## config.mk

```make
export PLATFORM = sky130hd
export DESIGN_NAME = controlUnit
export DESIGN_NICKNAME = d
export VERILOG_FILES = /design/src/design/cuPkg.sv /design/src/design/instrDecoder.sv /design/src/design/condEval.sv /design/src/design/microStore.sv /design/src/design/microSequencer.sv /design/src/design/controlUnit.sv
export SDC_FILE = /design/constraint.sdc
export NUM_CORES = 1
export LEC_CHECK = 0
export BUFFER_PORTS_ARGS = -buffer_cell sky130_fd_sc_hd__buf_2
export CAP_MARGIN = 10
export CELL_PAD_IN_SITES_DETAIL_PLACEMENT = 1
export CELL_PAD_IN_SITES_GLOBAL_PLACEMENT = 1
export CORE_ASPECT_RATIO = 1.75
export CORE_MARGIN = 10
export CORE_UTILIZATION = 30
export CTS_BUF_LIST = sky130_fd_sc_hd__clkbuf_4 sky130_fd_sc_hd__clkbuf_8
export DETAILED_ROUTE_END_ITERATION = 10
export PLACE_DENSITY = 0.88
export SLEW_MARGIN = 5
export SYNTH_ARGS = -nofsm -noshare
export SYNTH_HDL_FRONTEND = slang
export SYNTH_SLANG_ARGS = --single-unit
```

## constraint.sdc

```tcl
create_clock -name clk -period 2.7 [get_ports clk]
set_clock_uncertainty 0.15 [all_clocks]
set_input_delay 0.135 -clock clk [delete_from_list [all_inputs] [get_ports clk]]
set_output_delay 0.135 -clock clk [all_outputs]
set_load 0.03 [all_outputs]
```

## src/design/cuPkg.sv

```systemverilog
package cuPkg;

    localparam int instrWidth = 32;
    localparam int flagWidth  = 4;
    localparam int condWidth  = 4;
    localparam int stateWidth = 5;

    typedef logic [instrWidth-1:0] instr_t;
    typedef logic [flagWidth-1:0]  flags_t;   // N Z C V with N in the msb
    typedef logic [condWidth-1:0]  cond_t;    // Instruction bits 31:28

    // Microstates with the fetch entry pinned at zero
    typedef enum logic [stateWidth-1:0] {
        Fetch0     = 5'd0,
        Fetch1     = 5'd1,
        Fetch2     = 5'd2,
        Decode     = 5'd3,
        DpReg,
        DpShift,
        DpImm,
        TestReg,
        TestShift,
        TestImm,
        BranchLink,
        Branch,                                // Must follow BranchLink
        LdrImm,
        LdrReg,
        LdrMem,
        LdrWb,                                 // Must follow LdrMem
        StrImm,
        StrReg,
        StrData,
        StrMem
    } uState_t;

    // Next-address modes of the sequencer
    typedef enum logic [2:0] {
        encoder                 = 3'b000,
        fetch                   = 3'b001,
        target                  = 3'b010,
        increment               = 3'b011,
        stsTargetElseEncoder    = 3'b100,
        stsTargetElseIncrement  = 3'b101,
        stsEncoderElseIncrement = 3'b110,
        stsTargetElseFetch      = 3'b111
    } nextMode_t;

    typedef enum logic {
        stsMoc  = 1'b0,
        stsCond = 1'b1
    } stsSel_t;

    typedef enum logic [3:0] {
        opPass      = 4'd0,                    // A operand straight through
        opAdd       = 4'd1,
        opAdd4      = 4'd2,                    // PC + 4
        opSub       = 4'd3,
        opFromInstr = 4'd4                     // ALU decodes the opcode field
    } aluOp_t;

    typedef enum logic [1:0] {
        bReg   = 2'd0,
        bShift = 2'd1,
        bImm   = 2'd2,
        bMdr   = 2'd3
    } aluBSel_t;

    typedef struct packed {
        logic     rfLoad;
        logic     irLoad;
        logic     marLoad;
        logic     mdrLoad;
        logic     srLoad;
        logic     mov;                         // Memory request held until moc
        logic     rw;                          // 1 = read
        logic     aluASelPc;
        aluBSel_t aluBSel;
        aluOp_t   aluOp;
    } ctrlWord_t;

    typedef struct packed {
        ctrlWord_t ctrl;
        nextMode_t nextMode;
        stsSel_t   stsSel;
        logic      stsInv;
        uState_t   target;
    } microWord_t;

endpackage

```

## src/design/instrDecoder.sv

```systemverilog
module instrDecoder import cuPkg::*; (
    input  instr_t  instr,
    output uState_t entryState
);

    logic isTest;     // TST/TEQ/CMP/CMN without register write
    logic isRegForm;  // Bit 4 of a class 000 data op
    logic isOffset;   // P set and W clear
    logic isLoad;
    logic isRegOff;   // Class 011 carries a register offset

    assign isTest    = instr[24] && !instr[23];
    assign isRegForm = instr[4];
    assign isOffset  = instr[24] && !instr[21];
    assign isLoad    = instr[20];
    assign isRegOff  = instr[25];

    always_comb begin
        case (instr[27:25])
            3'b000: begin  // Data processing with register or immediate shift
                if (isTest) begin
                    entryState = isRegForm ? TestReg : TestShift;
                end else begin
                    entryState = isRegForm ? DpReg : DpShift;
                end
            end
            3'b001: begin
                entryState = isTest ? TestImm : DpImm;
            end
            3'b010, 3'b011: begin
                // Pre and post indexed forms are not executed
                if (!isOffset) begin
                    entryState = Fetch0;
                end else if (isLoad) begin
                    entryState = isRegOff ? LdrReg : LdrImm;
                end else begin
                    entryState = isRegOff ? StrReg : StrImm;
                end
            end
            3'b101: begin
                entryState = instr[24] ? BranchLink : Branch;  // L bit
            end
            default: begin
                entryState = Fetch0;  // Unknown class
            end
        endcase
    end

endmodule

```

## src/design/condEval.sv

```systemverilog
module condEval import cuPkg::*; (
    input  cond_t  cond,
    input  flags_t flags,
    output logic   condPass
);

    logic n;
    logic z;
    logic c;
    logic v;

    assign n = flags[3];
    assign z = flags[2];
    assign c = flags[1];
    assign v = flags[0];

    always_comb begin
        case (cond)
            4'h0:    condPass = z;                 // EQ
            4'h1:    condPass = !z;                // NE
            4'h2:    condPass = c;                 // CS/HS
            4'h3:    condPass = !c;                // CC/LO
            4'h4:    condPass = n;                 // MI
            4'h5:    condPass = !n;                // PL
            4'h6:    condPass = v;                 // VS
            4'h7:    condPass = !v;                // VC
            4'h8:    condPass = c && !z;           // HI
            4'h9:    condPass = !c || z;           // LS
            4'hA:    condPass = (n == v);          // GE
            4'hB:    condPass = (n != v);          // LT
            4'hC:    condPass = !z && (n == v);    // GT
            4'hD:    condPass = z || (n != v);     // LE
            4'hE:    condPass = 1'b1;              // AL
            default: condPass = 1'b0;              // 1111 never executes here
        endcase
    end

endmodule

```

## src/design/microStore.sv

```systemverilog
module microStore import cuPkg::*; (
    input  uState_t    state,
    output microWord_t word
);

    aluBSel_t execBSel;  // B operand of the execute states

    always_comb begin
        case (state)
            DpShift, TestShift:                     execBSel = bShift;
            DpImm, TestImm, LdrImm, StrImm, Branch: execBSel = bImm;
            default:                                execBSel = bReg;
        endcase
    end

    always_comb begin
        word          = '0;      // Idle controls, bReg, opPass, status moc
        word.nextMode = fetch;
        word.target   = Fetch0;
        case (state)
            Fetch1: begin
                word.ctrl.mov     = 1'b1;
                word.ctrl.rw      = 1'b1;
                word.ctrl.mdrLoad = 1'b1;
                word.nextMode     = stsTargetElseIncrement;
                word.stsInv       = 1'b1;  // Loop while moc is low
                word.target       = Fetch1;
            end
            Fetch2: begin
                word.ctrl.irLoad    = 1'b1;
                word.ctrl.rfLoad    = 1'b1;  // PC update
                word.ctrl.aluASelPc = 1'b1;
                word.ctrl.aluOp     = opAdd4;
                word.nextMode       = increment;
            end
            Decode: begin
                word.nextMode = stsTargetElseEncoder;
                word.stsSel   = stsCond;
                word.stsInv   = 1'b1;        // Failed condition back to Fetch0
            end
            DpReg, DpShift, DpImm: begin
                word.ctrl.rfLoad  = 1'b1;
                word.ctrl.srLoad  = 1'b1;
                word.ctrl.aluBSel = execBSel;
                word.ctrl.aluOp   = opFromInstr;
            end
            TestReg, TestShift, TestImm: begin
                word.ctrl.srLoad  = 1'b1;    // Flags only
                word.ctrl.aluBSel = execBSel;
                word.ctrl.aluOp   = opFromInstr;
            end
            BranchLink: begin
                word.ctrl.rfLoad    = 1'b1;  // LR gets the PC
                word.ctrl.aluASelPc = 1'b1;
                word.nextMode       = increment;
            end
            Branch: begin
                word.ctrl.rfLoad    = 1'b1;
                word.ctrl.aluASelPc = 1'b1;
                word.ctrl.aluBSel   = execBSel;
                word.ctrl.aluOp     = opAdd;
            end
            LdrImm, LdrReg, StrImm, StrReg: begin
                word.ctrl.marLoad = 1'b1;    // Base plus offset
                word.ctrl.aluBSel = execBSel;
                word.ctrl.aluOp   = opAdd;
                word.nextMode     = target;
                word.target       = (state inside {LdrImm, LdrReg}) ? LdrMem : StrData;
            end
            LdrMem: begin
                word.ctrl.mov     = 1'b1;
                word.ctrl.rw      = 1'b1;
                word.ctrl.mdrLoad = 1'b1;
                word.nextMode     = stsTargetElseIncrement;
                word.stsInv       = 1'b1;
                word.target       = LdrMem;
            end
            LdrWb: begin
                word.ctrl.rfLoad  = 1'b1;
                word.ctrl.aluBSel = bMdr;
            end
            StrData: begin
                word.ctrl.mdrLoad = 1'b1;    // Rd into MDR
                word.nextMode     = increment;
            end
            StrMem: begin
                word.ctrl.mov = 1'b1;        // rw stays low for a write
                word.nextMode = stsTargetElseFetch;
                word.stsInv   = 1'b1;
                word.target   = StrMem;
            end
            default: begin                   // Fetch0 and unused addresses
                word.ctrl.marLoad   = 1'b1;
                word.ctrl.aluASelPc = 1'b1;
                word.nextMode       = increment;
            end
        endcase
    end

    // A memory cycle must never latch the IR in the same state
    always_comb begin
        movIrExclusive: assert final (!(word.ctrl.mov && word.ctrl.irLoad))
            else $error("microStore: mov and irLoad both set in state %0d", state);
    end

endmodule

```

## src/design/microSequencer.sv

```systemverilog
module microSequencer import cuPkg::*; (
    input  logic       clk,
    input  logic       rstN,
    input  microWord_t word,
    input  uState_t    entryState,
    input  logic       condPass,
    input  logic       moc,
    output uState_t    state
);

    typedef enum logic [1:0] {
        srcEncoder   = 2'b00,
        srcFetch     = 2'b01,
        srcTarget    = 2'b10,
        srcIncrement = 2'b11
    } addrSrc_t;

    logic     stsRaw;
    logic     sts;
    addrSrc_t addrSrc;
    uState_t  incState;
    uState_t  nextState;

    assign stsRaw   = (word.stsSel == stsCond) ? condPass : moc;
    assign sts      = stsRaw ^ word.stsInv;  // Optional inversion
    assign incState = uState_t'(state + stateWidth'(1));

    // Eight modes down to four address sources
    always_comb begin
        case (word.nextMode)
            encoder:                 addrSrc = srcEncoder;
            fetch:                   addrSrc = srcFetch;
            target:                  addrSrc = srcTarget;
            increment:               addrSrc = srcIncrement;
            stsTargetElseEncoder:    addrSrc = sts ? srcTarget : srcEncoder;
            stsTargetElseIncrement:  addrSrc = sts ? srcTarget : srcIncrement;
            stsEncoderElseIncrement: addrSrc = sts ? srcEncoder : srcIncrement;
            stsTargetElseFetch:      addrSrc = sts ? srcTarget : srcFetch;
            default:                 addrSrc = srcFetch;
        endcase
    end

    always_comb begin
        case (addrSrc)
            srcEncoder: nextState = entryState;
            srcFetch:   nextState = Fetch0;
            srcTarget:  nextState = word.target;
            default:    nextState = incState;
        endcase
    end

    always_ff @(posedge clk) begin
        if (!rstN) begin
            state <= Fetch0;
        end else begin
            state <= nextState;
        end
    end

    // Incrementer or target must not run past the last microstate
    stateLegal: assert property (
        @(posedge clk) disable iff (!rstN)
        state inside {[Fetch0:StrMem]}
    ) else $error("microSequencer: illegal state %0d", state);

    // Wait states hold until memory answers
    holdOnWait: assert property (
        @(posedge clk) disable iff (!rstN)
        (word.ctrl.mov && !moc) |=> $stable(state)
    ) else $error("microSequencer: left wait state without moc");

    resetToFetch: assert property (
        @(posedge clk)
        !rstN |=> (state == Fetch0)
    ) else $error("microSequencer: state not Fetch0 after reset");

endmodule

```

## src/design/controlUnit.sv

```systemverilog
module controlUnit import cuPkg::*; (
    input  logic      clk,
    input  logic      rstN,
    input  instr_t    instr,     // Held from Fetch2 to instruction end
    input  flags_t    flags,
    input  logic      moc,
    output ctrlWord_t ctrl,
    output uState_t   uState
);

    microWord_t word;
    uState_t    entryState;
    logic       condPass;

    microSequencer seq0 (
        .clk        (clk),
        .rstN       (rstN),
        .word       (word),
        .entryState (entryState),
        .condPass   (condPass),
        .moc        (moc),
        .state      (uState)
    );

    microStore store0 (
        .state (uState),
        .word  (word)
    );

    instrDecoder dec0 (
        .instr      (instr),
        .entryState (entryState)
    );

    condEval cond0 (
        .cond     (instr[31:28]),
        .flags    (flags),
        .condPass (condPass)
    );

    assign ctrl = word.ctrl;  // Datapath controls of the current microword

endmodule

```

==> results of run 1 <==
==> logic make-up after synthesis <==
family | Yosys count | synth area share, %
other cells | 1 | 0.287
compound gates | 55 | 33.1
fa+ha+maj | 8 | 7.66
simple gates | 74 | 34.2
buf+inv | 25 | 9.00
mux | 5 | 4.02
xor+xnor | 6 | 4.02
flops | 5 | 7.66
==> tightest hold or removal path: stages <==
cell	delay (ns)
buf_2	0.17
nand2_1	0.08
o21ai_1	0.05
==> power by group through the flow <==
stage / Clock, mW / Combinational, mW / Sequential (mW)
5_1_grt: 0.167 / 1.29 / 0.145
3_5_place_dp: 0 / 1.07 / 0.136
4_1_cts: 0.160 / 1.14 / 0.141
2_1_floorplan: 0 / 0.690 / 0.155
6_report: 0.156 / 1.19 / 0.141
3_3_place_gp: 0 / 1.04 / 0.135
==> layer usage <==
metal | global-route usage, % | part of all wire, % | wire length (um)
met5 | 0 | 0 | 0
met4 | 7.22 | 3.3 | 157
met3 | 1.66 | 3.4 | 161
met2 | 25.8 | 59 | 2800
met1 | 11.1 | 34 | 1610
==> what timing repair did <==
action | 4_1_cts | 5_1_grt
buffers inserted | 2 | 3
cloned | 0 | 0
endpoints found under the hold margin | 0 | 0
pin swaps | 6 | 3
resized for setup | 9 | 8
setup endpoints to repair | 7 | 7
==> cell usage in the layout, fill, tap and decap left out, types with 4 or more instances in the layout <==
master	count
nand3_1	4
nand2_1	18
and3_1	4
nand2b_1	5
buf_4	26
a21oi_1	16
nor2b_1	5
nor3_1	4
nor2_1	5
o21ai_0	6
inv_1	6
buf_2	34
==> worst max path at each step <==
stage / to / slack (ns) / cells past startpoint
6_report: seq0.state[1] / -0.001 / 10
5_1_grt: seq0.state[1] / -0.08 / 10
4_1_cts: seq0.state[4] / -0.04 / 10
3_5_place_dp: seq0.state[3] / -0.06 / 10
3_3_place_gp: seq0.state[3] / -0.03 / 10
2_1_floorplan: seq0.state[0] / -0.08 / 10
==> synth_stat cells, drive strengths merged (2+ instances only) <==
master | count | area share, %
nand2b | 6 | 3.1
xnor2 | 3 | 2.0
ha | 8 | 7.7
a2111oi | 2 | 3.3
nand3 | 5 | 2.3
nand3b | 2 | 1.1
or3 | 5 | 2.8
inv | 9 | 2.6
o21ai | 9 | 3.4
nor2 | 6 | 1.7
xor2 | 3 | 2.0
nor3b | 4 | 2.7
a21oi | 16 | 6.1
a21boi | 3 | 1.7
nor2b | 5 | 2.4
a2bb2oi | 2 | 1.8
buf | 8 | 3.8
o2111ai | 2 | 1.3
a31oi | 2 | 2.1
and3b | 2 | 1.6
nor3 | 5 | 1.9
o211ai | 3 | 2.5
and3 | 4 | 1.9
nand2 | 19 | 5.5
clkbuf | 8 | 2.6
o22a | 2 | 1.3
o31ai | 4 | 2.3
dfxtp | 5 | 7.7
mux2i | 3 | 2.3
and2 | 2 | 0.96
nand4b | 2 | 1.3
mux2 | 2 | 1.7
==> per-stage QoR <==
stage	utilization, %	power (mW)
after floorplan	-	0.845
after global placement	40.1	1.18
after detailed placement	40.1	1.21
after CTS	42.3	1.44
after global routing	43.7	1.60
final	43.7	1.49
==> layout make-up <==
| type | count | share of cell area (%) |
|---|---|---|
| Tap cell | 49 | 3.35 |
| Multi-Input combinational cell | 149 | 63.7 |
| Sequential cell | 5 | 5.88 |
| Clock buffer | 4 | 2.67 |
| Timing Repair Buffer | 63 | 22.3 |
| Inverter | 9 | 2.12 |
==> key figures, run 1 <==
Run status
  – Outcome: finished with violations
  – Failing checks: setup timing

Detailed routing
  – DR iter-0 viols: 82
  – Vias: 1,577
  – ANT nets after route: 0
  – Final WL: 4730 um
  – DRC: 0
  – DR pass1 iterations: 4
  – DR WL/cell: 16.9 um
  – Vias per cell: 5.65

STA
  – Setup TNS: -0.00145 ns
  – Crit path time final: 2.70 ns
  – RSZ-0062 raised after global routing: yes
  – Fmax: 370 MHz
  – Slew Viols, Final: 0
  – Final hold slack: 0.119 ns
  – Worst setup margin: -0.00145 ns
  – Final setup viols: 1
  – Period utilization: 100%
  – Hold Fails Final Rpt: 0
  – Slew HR: 63.9%
  – Slew @ Worst Pin: 0.536 ns

Synthesis
  – Number of flops mapped to enable cells by yosys: 0
  – Synth Area per Inst: 7.30 um^2
  – Net Count, Synth: 226
  – Syn Inst Count: 179
  – Asr flop ratio synth: 0%
  – Post-synthesis sequential element count: 5
  – Top_reg_cell synth: dfxtp_1
  – Yosys warns: 0
  – Unique cell type count in the Yosys netlist: 66
  – Netlist area before placement: 1310 um^2
  – Register area share after synthesis: 7.66%

CTS
  – Clk slew on worst S/H paths: 0.04 ns
  – Clock buffer depth: 2
  – Clock latency on the worst-skew pair: 0.23 ns
  – CTS tree: yes
  – Clock Sinks: 5
  – TritonCTS Buffers: 3
  – Hold buffers post-CTS: 0
  – H-tree depth: 1
  – Root buffer cell: clkbuf_8

Place
  – GP Congestion: 0.859
  – DP HPWL: 3870 um
  – Port Buffer Count: 36
  – Placement Setup Slack: -0.0617 ns
  – Placed Cells: 270
  – Placed cell areas: 1680 um^2

Critical path
  – Required @ worst endpoint: 2.66 ns
  – CP startpoint: seq0.state[1]
  – Crit path largest cell delay: 0.54 ns
  – WP buf/inv: 2
  – Critical Path End Type: register
  – Crit-path leading delay family: simple AND/OR/NAND/NOR gates
  – Maximum fanout along the worst path: 5
  – CP Data Arrival Time: 2.66 ns
  – Critical path class: reg2reg
  – Worst-path cell with the longest stage delay: or4_4
  – Cell count of the worst reg-to-reg path: 10
  – Worst R2R Start: seq0.state[1]
  – Worst r2r dst: seq0.state[1]
  – Cell Chain, Critical Path: inv_4, ha_4, or4_4, a32oi_2, inv_2, or3_4, and3b_4, a31oi_4, a2bb2oi_2, o21ai_2
  – Startpoint types: register
  – R2R Setup Slk: -0.001 ns

Layout
  – Filler cells: 539
  – Biggest register: seq0.state
  – Multi-input logic area: 1170 um^2
  – Share of layout cells above drive strength 1: 43.5%
  – Layout area overhead: 40.1%
  – Max reg flops: 5
  – Largest registers: seq0.state (5)
  – Reg area: 108 um^2
  – Non-Filler Instances: 279
  – Final nets: 278
  – Post-route cell area: 1830 um^2
  – N_diodes: 0

Hold path
  – Worst min path class: in2reg
  – Min-delay src: rstN
  – Hold depth: 3
  – Worst Hold Path EP: seq0.state[3]

Global route
  – Vias in the first global route: 1,719
  – Initial antenna violation count: 0
  – Largest net degree at the start of global routing: 14
  – First-pass GRT wire length: 8110 um
  – Total gr overflow: 0
  – Global Route Usage Sum: 12.6%

Flow run
  – Max cap viols: 0

Floorplan
  – Io pins: 58
  – Die ar.: 7500 um^2
  – Initial core utilization: 31.2%
  – Row cnt: 31
  – Core area: 4190 um^2
  – Die X-Extent: 69.9 um
  – Die Y: 107 um

Power
  – Sw Ratio: 49.6%
  – P_int: 749 uW
  – Sw power: 737 uW
  – Worst-case vdd ir drop: 0.425 mV
  – PD cells: 811 nW/um^2
  – Combinational power share: 80.0%
  – Sequential power share: 9.5%
  – Pleak: 0.815 nW
  – Clock power share: 10.5%
No activity file was read; power rests on OpenSTA's default activity.
==> run 2, diff against run 1 <==
--- a/config.mk
+++ b/config.mk
@@ -5,15 +5,17 @@
 export SDC_FILE = /design/constraint.sdc
 export NUM_CORES = 1
 export LEC_CHECK = 0
+export ABC_AREA = 1
 export BUFFER_PORTS_ARGS = -buffer_cell sky130_fd_sc_hd__buf_2
 export CAP_MARGIN = 10
 export CELL_PAD_IN_SITES_DETAIL_PLACEMENT = 1
 export CELL_PAD_IN_SITES_GLOBAL_PLACEMENT = 1
 export CORE_ASPECT_RATIO = 1.75
 export CORE_MARGIN = 10
-export CORE_UTILIZATION = 30
+export CORE_UTILIZATION = 27
 export CTS_BUF_LIST = sky130_fd_sc_hd__clkbuf_4 sky130_fd_sc_hd__clkbuf_8
 export DETAILED_ROUTE_END_ITERATION = 10
+export GPL_TIMING_DRIVEN = 0
 export PLACE_DENSITY = 0.88
 export SLEW_MARGIN = 5
 export SYNTH_ARGS = -nofsm -noshare
==> run 2 against run 1 <==
  * The flow now finishes without violations
  * Combinational power is 28% lower
  * Synthesized area is 10% lower
  * Sequential power shrank 17%
  * Largest cell class unchanged
==> key figures, run 2 <==
Run status
  – Outcome: finished clean

Layout
  – Most frequent cells in the layout: 55 x nand2_1, 36 x buf_2, 32 x inv_1
  – Commonest non-fill, non-tap cell in the layout: nand2_1
  – Share of layout cells above drive strength 1: 29.4%
  – Largest registers: seq0.state (5)
  – Reg area: 100 um^2
  – Final core utilization: 34.8%
  – N_diodes: 0
  – Layout area overhead: 24.3%
  – Max reg flops: 5
  – Filler cells: 595
  – Biggest register: seq0.state
  – Multi-input logic area: 892 um^2
  – Final nets: 296

CTS
  – Post-CTS sizing: 0
  – Clk slew on worst S/H paths: 0.04 ns
  – # Post-CTS Setup Buffers: 0
  – H-tree depth: 1
  – CTS tree: yes
  – TritonCTS Buffers: 3
  – Clock buffer depth: 2
  – Root buffer cell: clkbuf_8
  – Clock Sinks: 5
  – Hold buffers post-CTS: 0
  – Clock latency on the worst-skew pair: 0.22 ns

STA
  – RSZ-0062 raised after global routing: no
  – Setup TNS: 0 ns
  – Worst setup margin: 0.233 ns
  – Final setup viols: 0
  – Fmax: 405 MHz
  – Period utilization: 91.4%
  – Hold Fails Final Rpt: 0
  – Crit path time final: 2.47 ns
  – Slew Viols, Final: 0
  – Final hold slack: 0.0148 ns

Place
  – DP HPWL: 3280 um
  – Port Buffer Count: 35
  – GP Congestion: 0.822
  – Placement Setup Slack: 0.219 ns

Hold path
  – Worst min path class: in2reg
  – Min-delay src: rstN

Floorplan
  – Die X-Extent: 69.8 um
  – Io pins: 58
  – Die ar.: 7490 um^2
  – Core area: 4190 um^2
  – Row cnt: 31
  – Die Y: 107 um
  – Initial core utilization: 28.0%

Critical path
  – CP startpoint: seq0.state[0]
  – Crit path largest cell delay: 0.34 ns
  – Cell Chain, Critical Path: inv_1, ha_1, inv_1, nor2_1, nand2_2, nand2_2, nor2_4, inv_2, nor2_2, inv_2, nand3_2, nand2_4, inv_2, nand4_1, nand3_1, nand2_1, inv_1
  – Required @ worst endpoint: 2.67 ns
  – CP Data Arrival Time: 2.43 ns
  – Worst-path cell with the longest stage delay: dfxtp_1
  – Worst R2R Start: seq0.state[0]
  – Startpoint types: register
  – Maximum fanout along the worst path: 10
  – Critical Path End Type: register
  – Critical path class: reg2reg

Synthesis
  – Asr flop ratio synth: 0%
  – Most common cell in the netlist: nand2_1
  – Register area share after synthesis: 8.53%
  – Synth top cells by count: 55 x nand2_1, 32 x inv_1, 30 x nand3_1
  – Ranking of synthesized cells by area: nand2_1 18%, nand3_1 13%, inv_1 10%
  – Number of flops mapped to enable cells by yosys: 0
  – Syn Inst Count: 209
  – Synth top area share: 17.6%
  – Top_reg_cell synth: dfxtp_1
  – Net Count, Synth: 256
  – Post-synthesis sequential element count: 5
  – Unique cell type count in the Yosys netlist: 31
  – Synth Area per Inst: 5.62 um^2
  – Yosys warns: 0
  – Netlist area before placement: 1170 um^2
  – Area leader, netlist: nand2_1

Detailed routing
  – DR pass1 iterations: 5
  – DR iter-0 viols: 62
  – Vias: 1,435
  – DRC: 0
  – ANT nets after route: 0
  – DR WL/cell: 12.3 um
  – Vias per cell: 4.83
  – Final WL: 3660 um

Power
  – PD cells: 768 nW/um^2
  – Clock power share: 13.2%
  – Sequential power share: 10.4%
  – Sw power: 662 uW
  – Pleak: 0.919 nW
  – Sw Ratio: 59.1%
  – Combinational power share: 76.4%
  – Worst-case vdd ir drop: 0.595 mV
  – P_int: 457 uW

Global route
  – Total gr overflow: 0
  – First-pass GRT wire length: 6380 um
  – Global Route Usage Sum: 9.67%
  – Largest net degree at the start of global routing: 11
  – Vias in the first global route: 1,477
  – Initial antenna violation count: 0

Flow run
  – Max cap viols: 0
-- run 2: cell types whose count changed after synthesis, moves of 7 or more --
cell	change
nand4_1	+10
clkbuf_1	-7
inv_1	+24
nand2_1	+36
a21oi_1	-12
nor2_1	+8
nand3_1	+26
inv_2	+10
-- run 2: worst paths after layout --
| check | to | slack (ns) | cells after the start |
|---|---|---|---|
| setup / recovery | seq0.state[4] | 0.23 | 17 |
| setup reg to reg | seq0.state[4] | 0.23 | 17 |
| hold reg to reg | seq0.state[0] | 0.67 | 5 |
| hold / removal | seq0.state[4] | 0.01 | 3 |
-- run 2: cell type report --
cell class                      count  share of cell area [%]
Multi-Input combinational cell    158                    61.1
Timing Repair Buffer               35                    12.0
Inverter                           43                    11.1
Sequential cell                     5                    6.86
Tap cell                           49                    4.20
Clock buffer                        4                    3.34
Buffer                              3                    1.37
-- run 2: layer usage --
| layer | wire length, um | share of wire, % | global-route usage [%] |
|---|---|---|---|
| met5 | 0 | 0 | 0 |
| met4 | 27 | 0.74 | 3.12 |
| met3 | 118 | 3.2 | 1.75 |
| met2 | 2130 | 58 | 20.0 |
| met1 | 1380 | 38 | 8.96 |
-- run 2: logic make-up (layout without fill, tap and decap cells) --
group | after synthesis | in the layout | share of synthesized area, %
xor gates and xnor gates | 2 | 2 | 1.49
DFF | 5 | 5 | 8.53
adders and majority gates | 8 | 8 | 8.53
and+or+nand+nor | 134 | 134 | 57.9
buffers and inverters | 46 | 85 | 15.5
AOI/OAI and AO/OA | 13 | 13 | 7.78
other | 1 | 1 | 0.320
-- run 2: worst max-delay path: cells and delay by family (launching register included) --
| family | cells | cell delay [ns] |
|---|---|---|
| flops | 1 | 0.34 |
| buf+inv | 6 | 0.44 |
| simple gates | 10 | 1.20 |
| fa+ha+maj | 1 | 0.20 |
-- run 2: power groups by stage --
stage | sequential [mW] | combinational [mW] | clock, mW
after floorplan | 0.148 | 0.623 | 0
after global placement | 0.118 | 0.852 | 0
after CTS | 0.117 | 0.869 | 0.149
final | 0.117 | 0.856 | 0.148
after detailed placement | 0.119 | 0.867 | 0
after global routing | 0.122 | 0.953 | 0.157
-- run 2: stage by stage --
step                      std cells  instance area, um^2  total power [mW]
after CTS                       297                 1460              1.14
after global placement          293                 1410             0.970
after floorplan                 209                 1170             0.771
final                           297                 1460              1.12
after detailed placement        293                 1410             0.986
after global routing            297                 1460              1.23
==> run 3, diff against run 2 <==
--- a/config.mk
+++ b/config.mk
@@ -12,11 +12,11 @@
 export CELL_PAD_IN_SITES_GLOBAL_PLACEMENT = 1
 export CORE_ASPECT_RATIO = 1.75
 export CORE_MARGIN = 10
-export CORE_UTILIZATION = 27
+export CORE_UTILIZATION = 30
 export CTS_BUF_LIST = sky130_fd_sc_hd__clkbuf_4 sky130_fd_sc_hd__clkbuf_8
 export DETAILED_ROUTE_END_ITERATION = 10
 export GPL_TIMING_DRIVEN = 0
-export PLACE_DENSITY = 0.88
+export PLACE_DENSITY = 0.92
 export SLEW_MARGIN = 5
 export SYNTH_ARGS = -nofsm -noshare
 export SYNTH_HDL_FRONTEND = slang
==> constraint.sdc (replaced) <==
create_clock -name clk -period 2.37 [get_ports clk]
set_clock_uncertainty 0.15 [all_clocks]
set_input_delay 0.1185 -clock clk [delete_from_list [all_inputs] [get_ports clk]]
set_output_delay 0.1185 -clock clk [all_outputs]
set_load 0.03 [all_outputs]
==> run 3 against run 2 <==
  * Flip-flop and latch count is the same
  * Power increased by 29%
  * Via count up 5.2%
  * Combinational power up 32%
  * Clock power increased by 7%
==> key figures, run 3 (synthesis gave the netlist of run 2 again) <==
Run status
  – Outcome: finished clean

Detailed routing
  – DR WL/cell: 13.9 um
  – DR pass1 iterations: 4
  – Vias per cell: 5.00
  – DRC: 0
  – Vias: 1,510
  – DR iter-0 viols: 43
  – ANT nets after route: 0
  – Final WL: 4190 um

STA
  – Hold Fails Final Rpt: 0
  – Slew Viols, Final: 0
  – Period utilization: 94.6%
  – RSZ-0062 raised after global routing: yes
  – Setup TNS: 0 ns
  – Crit path time final: 2.24 ns
  – Fmax: 446 MHz
  – Final setup viols: 0

Critical path
  – WP buf/inv: 3
  – Critical Path End Type: register
  – Crit-path leading delay family: simple AND/OR/NAND/NOR gates
  – Required @ worst endpoint: 2.33 ns
  – Critical path class: reg2reg
  – Startpoint types: register
  – Worst-path cell with the longest stage delay: dfxtp_4
  – Crit path top cell by count: inv_1
  – Cell Chain, Critical Path: inv_1, ha_1, o21ai_1, nand2_2, o211ai_4, inv_1, nand2_1, nand2_2, nand2_4, nand2_4, nand3_1, nand3_2, nand2_1, inv_1
  – Maximum fanout along the worst path: 5
  – Crit path largest cell delay: 0.37 ns
  – CP Data Arrival Time: 2.21 ns

Power
  – PD cells: 897 nW/um^2
  – Pleak: 0.973 nW
  – Total power: 1.44 mW
  – Worst-case vdd ir drop: 0.485 mV

Flow run
  – Max cap viols: 0

Place
  – DP HPWL: 3250 um
  – Placed cell areas: 1420 um^2
  – GP Congestion: 0.830
  – Port Buffer Count: 35

Layout
  – Largest registers: seq0.state (5)
  – Max reg flops: 5
  – Layout area overhead: 37.1%
  – Filler cells: 547
  – Final nets: 302
  – Most frequent cells in the layout: 49 x nand2_1, 35 x buf_2, 28 x inv_1, 28 x nand3_1, 14 x inv_2
  – Post-route cell area: 1610 um^2
  – Commonest non-fill, non-tap cell in the layout: nand2_1
  – N_diodes: 0
  – Share of layout cells above drive strength 1: 40.6%
  – Biggest register: seq0.state
  – Final core utilization: 42.0%

Global route
  – Initial antenna violation count: 0
  – Global Route Usage Sum: 10.7%
  – Vias in the first global route: 1,565
  – Largest net degree at the start of global routing: 11
  – First-pass GRT wire length: 6240 um
  – Total gr overflow: 0

CTS
  – TritonCTS Buffers: 3
  – H-tree depth: 1
  – CTS tree: yes
  – Clock buffer depth: 2
  – Root buffer cell: clkbuf_8
  – Clock latency on the worst-skew pair: 0.22 ns
  – Clk slew on worst S/H paths: 0.04 ns
  – Clock Sinks: 5

Floorplan
  – Die ar.: 6910 um^2
  – Die Y: 103 um
  – Row cnt: 30
  – Initial core utilization: 30.7%
  – Core area: 3830 um^2
  – Die X-Extent: 67.3 um
  – Io pins: 58

Hold path
  – Worst min path class: in2reg
## run 3: cell types whose count changed in the layout (fill, tap and decap cells not counted), sizes merged
cell | previous run | this run
clkinv | 0 | 1
dlygate4sd3 | 0 | 1
nand2 | 64 | 65
buf | 38 | 41
## run 3: routing by layer
layer / vias to the layer above / track usage [%] / share of wire, %
met5: - / 0 / 0
met4: 0 / 2.54 / 1.4
met3: 7 / 1.41 / 3.6
met2: 32 / 22.8 / 60
met1: 712 / 9.84 / 35
li1: 759 / - / -
## run 3: tightest hold or removal path, cell delays in order
cell and delay [ns]:
buf_2 0.09, nor2_1 0.04, nand3_1 0.08, nand3_2 0.08, nand2_1 0.07, inv_1 0.04
## run 3: per-stage QoR
stage               hold slack, ns  setup WS, ns  std cells
finish                       0.197         0.128        302
global route                 0.241       -0.0723        302
CTS                          0.226       0.00913        297
detailed placement           0.229       -0.0519        292
global placement             0.217      -0.00558        292
floorplan                   0.0661       0.00976        209
## run 3: area by class of cell
cell class                      instances  area [um^2]  area share [%]
Sequential cell                         5          109            6.77
Tap cell                               48         60.1            3.73
Multi-Input combinational cell        159          992            61.7
Clock buffer                            3         41.3            2.57
Buffer                                  3         20.0            1.24
Inverter                               43          164            10.2
Timing Repair Buffer                   40          218            13.5
Clock inverter                          1         5.00           0.311
## run 3: path summary, 6_finish.rpt
path	start	end	slack [ns]	cells after the start
setup / recovery	seq0.state[1]	seq0.state[0]	0.13	14
hold / removal	instr[20]	seq0.state[4]	0.20	6
setup reg to reg	seq0.state[1]	seq0.state[0]	0.13	14
hold reg to reg	seq0.state[0]	seq0.state[0]	0.64	5
## run 3: timing repair
action / 4_1_cts / 5_1_grt
setup buffers: 0 / 4
hold endpoints to repair: 2 / 0
cloned: 0 / 1
endpoints found under the setup margin: 4 / 7
gates resized for setup: 4 / 27
hold buffers: 1 / 0
pin swaps: 0 / 7
## run 3: power breakdown
group	internal, mW	leakage, nW	total, mW	switching (mW)
Sequential	0.115	0.0425	0.154	0.0389
Combinational	0.349	0.905	1.13	0.782
Clock	0.113	0.0255	0.158	0.0452
